===== src/hdl/cache_pkg.sv =====
`default_nettype none

package cache_pkg;

    // cache geometry for the single supported configuration
    localparam int addr_w     = 32;
    localparam int num_sets   = 64;
    localparam int num_ways   = 2;
    localparam int block_w    = 128;
    localparam int set_w      = $clog2(num_sets);
    localparam int offset_w   = $clog2(block_w / 8);
    // tag takes whatever the set and offset leave over
    localparam int tag_w      = addr_w - set_w - offset_w;

    // request FIFO depth and requester's starting credits
    localparam int queue_depth = 2;

    // replacement lfsr reset value
    localparam logic [7:0] lfsr_seed = 8'h5a;

    // byte address split with tag at the msb end
    typedef struct packed {
        logic [tag_w-1:0]    tag;
        logic [set_w-1:0]    set;
        logic [offset_w-1:0] offset;
    } addr_fields_t;

    typedef enum logic [1:0] {
        op_load,
        op_fill,
        op_store
    } cache_op_t;

    // one block seen as fill halves or as byte lanes
    typedef union packed {
        logic [block_w/64-1:0][63:0] dwords;
        logic [block_w/8-1:0][7:0]   bytes;
    } block_t;

    typedef struct packed {
        cache_op_t    op;
        addr_fields_t addr;
        // fill takes all 64 bits and store only the low byte
        logic [63:0]  wdata;
    } cache_req_t;

    typedef struct packed {
        logic   hit;
        // way hit or way allocated on a miss
        logic   way;
        // dirty bit of that way before the access
        logic   dirty;
        // fill miss evicting a dirty line
        logic   victim_dirty;
        block_t data;
    } cache_resp_t;

endpackage

`default_nettype wire


===== src/hdl/req_queue.sv =====
`default_nettype none

module req_queue import cache_pkg::*; (
    input  wire logic       clk,
    input  wire logic       arst_n,
    input  wire logic       req_valid,
    input  wire cache_req_t req,
    input  wire logic       issue_ready,
    output logic            issue_valid,
    output cache_req_t      issue_req,
    output logic            credit_return
);

    // entry payloads with occupancy tracked by count
    cache_req_t entries [queue_depth];

    logic       wr_ptr;
    logic       rd_ptr;
    logic [1:0] count;
    logic       pop;

    // head is valid whenever anything is queued
    assign issue_valid = (count != 2'd0);
    assign issue_req   = entries[rd_ptr];
    assign pop         = issue_valid && issue_ready;

    // one credit back per issued entry
    assign credit_return = pop;

    always_ff @(posedge clk) begin
        if (req_valid) begin
            entries[wr_ptr] <= req;
        end
    end

    always_ff @(posedge clk or negedge arst_n) begin
        if (!arst_n) begin
            wr_ptr <= 1'b0;
            rd_ptr <= 1'b0;
            count  <= 2'd0;
        end else begin
            // pointers wrap naturally at depth 2
            if (req_valid) begin
                wr_ptr <= wr_ptr + 1'b1;
            end
            if (pop) begin
                rd_ptr <= rd_ptr + 1'b1;
            end
            // push and pop together leave count alone
            if (req_valid && !pop) begin
                count <= count + 2'd1;
            end else if (pop && !req_valid) begin
                count <= count - 2'd1;
            end
        end
    end

    // requester sent without a credit
    a_no_overflow: assert property (@(posedge clk) disable iff (!arst_n)
        req_valid |-> (count != 2'(queue_depth)));

endmodule

`default_nettype wire


===== config.mk =====
export PLATFORM = sky130hd
export DESIGN_NAME = req_queue
export DESIGN_NICKNAME = d
export VERILOG_FILES = /design/src/hdl/cache_pkg.sv /design/src/hdl/req_queue.sv
export SDC_FILE = /design/constraint.sdc
export NUM_CORES = 1
export LEC_CHECK = 0
export ABC_AREA = 1
export ABC_CLOCK_PERIOD_IN_PS = 6710
export BUFFER_PORTS_ARGS = -buffer_cell sky130_fd_sc_hd__buf_4
export CORE_UTILIZATION = 45
export DETAILED_ROUTE_END_ITERATION = 10
export HOLD_SLACK_MARGIN = 0.1
export PLACE_DENSITY = 0.76
export REMOVE_ABC_BUFFERS = 1
export SLEW_MARGIN = 30
export SYNTH_ARGS = -nofsm -noshare
export SYNTH_HDL_FRONTEND = slang
export SYNTH_SLANG_ARGS = --single-unit

===== constraint.sdc =====
create_clock -name clk -period 6.71 [get_ports clk]
set_input_delay 1.342 -clock clk [delete_from_list [all_inputs] [get_ports clk]]
set_output_delay 1.342 -clock clk [all_outputs]
set_load 0.01 [all_outputs]

==> key figures <==
Setup path
  • CP max stage delay: 680 ps
  • R2r setup slk: 4540 ps
  • Most frequent CP cell: nand2_1
  • CP cell instances: inv_6 > nand2_1 > nand2_1 > buf_4
  • Worst Path Arrival: 2130 ps
  • R2R depth: 3
  • Crit end category: output port
  • Required time worst endpoint: 5370 ps
  • Critical Path Slowest Stage Cell: dfrtp_4
  • Buf/Inv on CP: 2
  • Critical Path Source Type: flip-flop
  • Reg-to-reg startpoint: wr_ptr
  • CP Max Fanout: 99
  • Kind of cell adding the most delay to the critical path: buffers and inverters
  • Kind of critical path: flip-flop to output port
  • Crit Reg-Reg Endpoint: entries[0][29]

Route
  • Average routed wire per standard cell: 14.6 um
  • DRC violations left: 0
  • Drt pass-1 iters: 4
  • Post-Route WL: 14.2 mm
  • DR vias/cell: 4.67
  • Post-route ant nets: 0
  • Via count: 4,538
  • Initial detailed-routing violation count: 313

GRT
  • Initial antenna violation count: 0
  • Met1 Use GR: 21.3%
  • First-pass GRT wire length: 20.7 mm
  • GRT Total Usage: 16.8%
  • Routing usage on met2: 26.7%
  • Global route hottest layer: met2
  • Global route total overflow: 0
  • GRT met3 Usage: 5.45%
  • Largest net degree at the start of global routing: 100
  • Number of global-route vias before repair: 4,155

Clocking
  • CTS Hold Bufs: 0
  • Clock buffer count from CTS: 17
  • PostCTS Resize Cnt: 0
  • CTS Root Cell: clkbuf_16
  • Worst skew pair latency: 430 ps
  • Setup bufs post-CTS: 0
  • CTS Sinks: 200
  • Clock-pin slew on the worst setup and hold paths: 60 ps
  • Clock tree buffer depth: 2
  • # H-tree levels: 4
  • CTS tree: built

Synthesis
  • Cell variety after synth: 14
  • Top cell type's share of synthesized area: 80.3%
  • Synth area leaders: edfxtp_1, nand2_1, dfrtp_1
  • Post-Syn Area per Cell: 13.6 sq um
  • Mapped Cells: 539
  • Synth Cell Area: 7330 sq um
  • FF+latch count, synth: 200
  • Post-synth top area cell: edfxtp_1
  • Synth warnings: 0
  • Sequential share of the synthesized area: 81.7%

Die
  • Die Y: 130 um
  • Initial Utilization: 46.1%
  • Core Rows: 46
  • DIE AREA: 16,800 sq um
  • Ports: 202
  • Core Footprint: 15,900 sq um
  • Die Wd: 130 um

Final layout
  • Fin util: 60.4%
  • Area delta synth->final: 30.8%
  • Layout cells sized above 1: 31.1%
  • Antenna fix cells: 0
  • Post-layout net count: 845
  • Multi-input logic area: 1190 sq um
  • Filler cells: 1,266
  • FF+latch area: 5990 sq um

Timing
  • Max Slew Vio Count: 0
  • RSZ-0062 raised after global routing: no
  • Final worst slack: 3240 ps
  • TNS Setup: 0 ps
  • Min cycle time layout: 3470 ps
  • F_max: 288 MHz
  • Period utilisation layout: 51.8%
  • Max-slew headroom: 46.4%
  • Worst slew pin tran: 804 ps
  • Final setup viols: 0
  • Skew final: 8.88 ps
  • Final Hold Fails: 0

Pwr
  • Design Power: 4.01 mW
  • Pwr Density: 418 nW/um^2
  • Leak Pwr: 4.08 nW
  • Maximum vdd drop: 0.264 mV

Hold path
  • Min-delay src: count[1]
  • Hold EP: count[1]
  • Worst Hold Path Cells: 2
  • Worst Hold Class: flip-flop to flip-flop

Job
  • Max-cap viol count: 0

Outcome
  • Status: completed

Placement
  • RD Place Congestion: 0.745
  • Pre-CTS setup slack: 3450 ps
  • Port bufs: 201
  • DPL Wire Length: 9.25 mm
sequential cells by signal, indices dropped and copies added, names as in the netlist:
register and flops:
count 2, rd_ptr 1, entries 196, wr_ptr 1
per-layer routing:
layer  up-vias  part of all wire, %  wire length (um)
met5         -                    0                 0
met2       169                   50              7050
met4         0                  1.5               213
met3        17                  7.7              1100
met1      2139                   41              5810
li1       2213                    -                 -
final cells by class:
class	count	share of cell area (%)
clock buffer	17	4.44
clock inverter	15	1.17
inverter	8	0.391
multi-input combinational	310	12.4
sequential	200	62.5
tap	216	2.82
timing repair buffer	205	16.3
kinds of logic (layout without fill, tap and decap cells):
family,after synthesis,after routing,synth area share [%]
xor gates and xnor gates,2,2,0.239
adders and majority gates,1,1,0.171
buffers and inverters,29,245,2.15
DFF,200,200,81.7
and+or+nand+nor,307,307,15.8
worst max-delay path by stage:
stage              start            end  slack [ps]  cells past startpoint
6_report          rd_ptr  issue_req[41]        3240                      4
5_1_grt           rd_ptr  issue_req[92]        3080                      4
4_1_cts           rd_ptr  issue_req[41]        2980                      4
3_5_place_dp   req_valid  entries[0][6]        3450                      5
3_3_place_gp      rd_ptr  issue_req[35]        3140                      4
2_1_floorplan  req_valid  entries[0][0]         670                      2
cells in the mapped netlist (all sizes together):
cell type  number
nor2            1
ha              1
nand3           1
nand4           1
nand2         304
buf            21
inv             8
edfxtp        196
dfrtp           4
xor2            1
xnor2           1
placed cells by master, fill, tap and decap left out:
master      count
xnor2_1         1
inv_1           6
inv_4           1
buf_16          1
inv_6           1
dfrtp_4         1
clkinv_1        6
nand3_1         1
nand4_1         1
nor2_4          1
clkinv_4        2
bufinv_16       1
clkinv_2        1
ha_1            1
edfxtp_1      196
buf_4         204
xor2_1          1
clkinvlp_4      5
nand2_1       304
dfrtp_1         3
clkbuf_16      17
power by group:
group          switching [mW]  internal, mW  total (mW)  leakage (nW)
Combinational           0.775         0.556        1.33          1.95
Clock                   0.418         0.503       0.921         0.246
Sequential             0.0981          1.66        1.76          1.89
stage by stage:
step / hold WS [ps] / cell area, sq um / instances
after floorplan: 442 / 7200 / 518
after global placement: 454 / 9020 / 938
after detailed placement: 468 / 9050 / 939
after CTS: 487 / 9590 / 971
after global routing: 519 / 9590 / 971
final: 503 / 9590 / 971
worst min-delay path, delay by kind of cell, from the launching register on:
kind	cells	cell delay, ps
flops	1	350
simple gates	2	120
No activity file was read; power rests on OpenSTA's default activity.
