[src/hdl/cache_pkg.sv]
`default_nettype none

package cache_pkg;

    // cache geometry for the single supported configuration
    localparam int addr_w     = 32;
    localparam int num_sets   = 64;
    localparam int num_ways   = 2;
    localparam int block_w    = 128;
    localparam int set_w      = $clog2(num_sets);
    localparam int offset_w   = $clog2(block_w / 8);
    // tag takes whatever the set and offset leave over
    localparam int tag_w      = addr_w - set_w - offset_w;

    // request FIFO depth and requester's starting credits
    localparam int queue_depth = 2;

    // replacement lfsr reset value
    localparam logic [7:0] lfsr_seed = 8'h5a;

    // byte address split with tag at the msb end
    typedef struct packed {
        logic [tag_w-1:0]    tag;
        logic [set_w-1:0]    set;
        logic [offset_w-1:0] offset;
    } addr_fields_t;

    typedef enum logic [1:0] {
        op_load,
        op_fill,
        op_store
    } cache_op_t;

    // one block seen as fill halves or as byte lanes
    typedef union packed {
        logic [block_w/64-1:0][63:0] dwords;
        logic [block_w/8-1:0][7:0]   bytes;
    } block_t;

    typedef struct packed {
        cache_op_t    op;
        addr_fields_t addr;
        // fill takes all 64 bits and store only the low byte
        logic [63:0]  wdata;
    } cache_req_t;

    typedef struct packed {
        logic   hit;
        // way hit or way allocated on a miss
        logic   way;
        // dirty bit of that way before the access
        logic   dirty;
        // fill miss evicting a dirty line
        logic   victim_dirty;
        block_t data;
    } cache_resp_t;

endpackage

`default_nettype wire

[src/hdl/victim_select.sv]
`default_nettype none

module victim_select import cache_pkg::*; (
    input  wire logic                clk,
    input  wire logic                arst_n,
    input  wire logic [num_ways-1:0] valid_bits,
    input  wire logic                alloc_both,
    output logic                     victim_way
);

    logic [7:0] lfsr_q;
    logic [7:0] lfsr_next;

    // fibonacci step with taps 8 6 5 4
    assign lfsr_next = {lfsr_q[6:0], lfsr_q[7] ^ lfsr_q[5] ^ lfsr_q[4] ^ lfsr_q[3]};

    // advance only when both ways were full
    always_ff @(posedge clk or negedge arst_n) begin
        if (!arst_n) begin
            lfsr_q <= lfsr_seed;
        end else if (alloc_both) begin
            lfsr_q <= lfsr_next;
        end
    end

    // first invalid way wins over the stepped lfsr
    always_comb begin
        if (!valid_bits[0]) begin
            victim_way = 1'b0;
        end else if (!valid_bits[1]) begin
            victim_way = 1'b1;
        end else begin
            victim_way = lfsr_next[0];
        end
    end

endmodule

`default_nettype wire

[config.mk]
export PLATFORM = sky130hd
export DESIGN_NAME = victim_select
export DESIGN_NICKNAME = d
export VERILOG_FILES = /design/src/hdl/cache_pkg.sv /design/src/hdl/victim_select.sv
export SDC_FILE = /design/constraint.sdc
export NUM_CORES = 1
export LEC_CHECK = 0
export BUFFER_PORTS_ARGS = -buffer_cell sky130_fd_sc_hd__clkbuf_2
export CORE_AREA = 2 2 39 41
export DETAILED_ROUTE_END_ITERATION = 10
export DIE_AREA = 0 0 41 43
export PLACE_DENSITY = 0.39
export RECOVER_POWER = 50
export SLEW_MARGIN = 20
export SYNTH_ARGS = -nofsm -noshare
export SYNTH_HDL_FRONTEND = slang
export SYNTH_SLANG_ARGS = --single-unit
[constraint.sdc]
create_clock -name clk -period 1.3 [get_ports clk]
set_input_delay 0.065 -clock clk [delete_from_list [all_inputs] [get_ports clk]]
set_output_delay 0.065 -clock clk [all_outputs]
set_load 0.1 [all_outputs]
==> run summary <==
OUTCOME
------------------------------------------------------------------------------------------------------
Status                                                                                    complete, but fails checks
Violated checks                                                                           negative setup slack

CLOCK TREE
------------------------------------------------------------------------------------------------------
Number of buffers on the longest clock path                                                          2
Clock transition at the register clock pins on the worst setup and hold paths after CTS          50 ps
CTS HTree Levels                                                                                     1
CTS root buf                                                                                  clkbuf_4
Worst-skew pair later-pin latency                                                               250 ps
Clock tree from TritonCTS                                                                         done
Sink count of the clock tree                                                                         8
CTS Buf Count                                                                                        3

YOSYS
------------------------------------------------------------------------------------------------------
Nets in the synthesized netlist                                                                     27
Cells taking the most area after synthesis                                                dfstp_2 (31%), dfrtp_1 (30%), mux2_2 (17%), xnor2_1 (7.8%), mux2_1 (6.7%)
Cells after Synth                                                                                   22
Library cell with the highest instance count after synthesis                                    mux2_2
Sequential element share of the synthesized area                                                 0.607
Area share of the largest cell type after synthesis                                              0.311
Warnings, synthesis                                                                                  0
Synthesized flop and latch total                                                                     8
Synth cell count leaders                                                                  mux2_2 (5), dfrtp_1 (4), dfstp_2 (4), xnor2_1 (3), mux2_1 (2)
Async set-reset flop share out of synthesis                                                       1.00
Post-synthesis instance area                                                                   338 um2
Post-synthesis average cell area                                                              15.4 um2
Cell taking the most area after synthesis                                                      dfstp_2
Most used flip-flop cell after synthesis                                                       dfstp_2
Number of enable-type register cells in the synthesized netlist                                      0
Unique masters post-synth                                                                            9

ROUTING
------------------------------------------------------------------------------------------------------
Number of DRC markers in iteration 0                                                                 0
Routed length on met2                                                                           199 um
Average wire per cell in the routed design                                                     9.91 um
Total Wirelength                                                                                466 um
Detailed-route DRC error count                                                                       0
Uppermost signal routing layer after detailed routing                                             met4
First-pass iteration count of the detailed router                                                    1
DRT antenna net count                                                                                0
Via count                                                                                          203
Met1 WL                                                                                         200 um
Vias per inst                                                                                     4.32
Detail Route met3 WL                                                                             30 um

POWER AND IR DROP
------------------------------------------------------------------------------------------------------
Leak                                                                                          0.194 nW
Power density over the cells                                                               2980 nW/um2
Max IR drop VDD                                                                                1.32 mV

WORST SETUP PATH
------------------------------------------------------------------------------------------------------
Slowest library cell on the worst path                                                         dfstp_2
Setup slack of the most critical reg-to-reg path                                                230 ps
Highest fanout seen on the critical path                                                             3
Crit start category                                                                               flop
Worst Reg-to-Reg Cells                                                                               3
Data required time of the worst path                                                           1240 ps
Reg-to-Reg End                                                                            lfsr_q[0]$_DFFE_PN0P_
Cells along the critical path                                                             xnor2_2 > xnor2_2 > a21boi_4 > buf_12
Element type at the critical path end                                                     primary output
Reg2Reg Launch Point                                                                      lfsr_q[4]$_DFFE_PN1P_
Cell family with the largest share of critical-path delay                                   flip-flops
Buffer and inverter count on the worst path                                                          1
Crit Path Class                                                                           flop to primary output
CP peak stage delay                                                                             560 ps
Most prevalent standard cell on the critical path                                              xnor2_2
CP Data Arrival Time                                                                           1390 ps

PLACE
------------------------------------------------------------------------------------------------------
Global placement routability congestion                                                          0.612
Input/output buffers                                                                                 5

TIMING
------------------------------------------------------------------------------------------------------
Final max-slew violation count                                                                       0
Setup tns final                                                                                -152 ps
Number of hold-slack violations in the final timing report                                           0
Post-route worst setup slack                                                                   -152 ps
Fin Clk Skew                                                                                   1.27 ps
Crit path time final                                                                           1450 ps
Setup repair after global routing missed its margin                                                yes
Post-Route Hold Slack                                                                           163 ps
Worst max-slew margin expressed relative to the limit                                            0.728
Highest clock frequency the design can meet                                                    689 MHz
Setup violation total in the final timing report                                                     1
Slew at the pin closest to its max-slew limit                                                   408 ps
Fraction of the cycle the final worst path needs                                                  1.12

GLOBAL ROUTING
------------------------------------------------------------------------------------------------------
Largest net degree at the start of global routing                                                   10
Antenna violations before repair                                                                     0
Overflow left after global routing                                                                   0
Aggregate global-route resource usage                                                           0.0823
Wire length of the first global-routing pass                                                    848 um
Vias in the first global route                                                                     210

FINISH
------------------------------------------------------------------------------------------------------
Share of final-layout standard cells stronger than drive strength 1                              0.677
Largest register by flop count                                                                  lfsr_q
Number of flip-flops under the largest register name                                                 8
Count of nets after finishing                                                                       38
Count of antenna diodes in the layout                                                                0
Top Registers                                                                                lfsr_q x8
Area Growth Syn to Fin                                                                           35.9%

MIN PATH
------------------------------------------------------------------------------------------------------
Hold/Removal Path Class                                                                   input port to flop
Critical hold path startpoint                                                               alloc_both
Endpoint with the worst hold slack                                                        lfsr_q[0]$_DFFE_PN0P_
Cell depth of the worst min-delay path                                                               2

FLOORPLAN
------------------------------------------------------------------------------------------------------
Die footprint                                                                                 1760 um2
IO Count                                                                                             6
Cell row count                                                                                      14
Effective utilization at floorplan                                                               0.244
Core region area                                                                              1380 um2
Die Height                                                                                       43 um
Die W                                                                                            41 um

FLOW RUN
------------------------------------------------------------------------------------------------------
Number of violations of the max-capacitance limit                                                    0

[stage by stage]
step | std cells | area (um2) | power, mW | worst slack (ps) | utilization
global route | 47 | 459 | 1.46 | -203 | 0.332
finish | 47 | 459 | 1.37 | -152 | 0.332
floorplan | 22 | 364 | 1.01 | -132 | -
detailed placement | 42 | 413 | 1.15 | 88.8 | 0.298
CTS | 46 | 445 | 1.34 | -188 | 0.322
global placement | 42 | 413 | 1.14 | 95.1 | 0.298
[where the power goes]
part | total, mW | switching [mW] | internal, mW
registers | 0.518 | 0.0949 | 0.423
clock network | 0.180 | 0.0751 | 0.105
logic | 0.672 | 0.319 | 0.352
[layout make-up]
cell class                      count  area, um2
Fill cell                         137        925
Sequential cell                     8        205
Multi-Input combinational cell     13        155
Timing Repair Buffer                7       56.3
Clock buffer                        3       22.5
Tap cell                           16       20.0
[worst register-to-register path: stages (launching register included)]
cell     delay, ps
dfstp_2        560
xnor2_2        130
xnor2_2        160
a21oi_1        100
[cells by family (layout without fill, tap and decap cells)]
kind of cell    count (synthesis)  in the layout  synth area share
flops                           8              8             0.607
simple gates                    1              1            0.0111
buf+inv                         1             10            0.0333
compound gates                  2              2            0.0370
mux                             7              7             0.233
xor+xnor                        3              3            0.0778
[timing repair]
item,4_1_cts,5_1_grt
hold buffers,1,0
endpoints found under the setup margin,1,1
gates resized for setup,0,1
endpoints found under the hold margin,8,0
buffers inserted,0,1
[placed cells by master (no fill, tap or decap)]
| cell type | n |
|---|---|
| dfrtp_1 | 4 |
| nor2_1 | 1 |
| buf_4 | 1 |
| dfstp_2 | 4 |
| mux2_1 | 2 |
| a21boi_4 | 1 |
| a21oi_1 | 1 |
| clkbuf_4 | 3 |
| clkbuf_2 | 3 |
| dlygate4sd3_1 | 1 |
| mux2_2 | 5 |
| buf_12 | 1 |
| xnor2_2 | 3 |
| clkbuf_1 | 1 |
[per-layer routing]
metal / vias to the layer above / GRT usage
met1: 94 / 0.0803
met2: 7 / 0.103
met3: 5 / 0.0314
met5: - / 0
met4: 0 / 0.120
li1: 97 / -
[worst max path at each step]
| stage | start | end | slack (ps) | cells past startpoint |
|---|---|---|---|---|
| after floorplan | lfsr_q[3]$_DFFE_PN1P_ | victim_way | -130 | 3 |
| after global placement | lfsr_q[3]$_DFFE_PN1P_ | victim_way | 100 | 4 |
| after detailed placement | lfsr_q[3]$_DFFE_PN1P_ | victim_way | 90 | 4 |
| after CTS | lfsr_q[3]$_DFFE_PN1P_ | victim_way | -190 | 4 |
| after global routing | lfsr_q[4]$_DFFE_PN1P_ | victim_way | -200 | 4 |
| final | lfsr_q[4]$_DFFE_PN1P_ | victim_way | -150 | 4 |
Note: power is estimated with default switching activity, not from simulation.
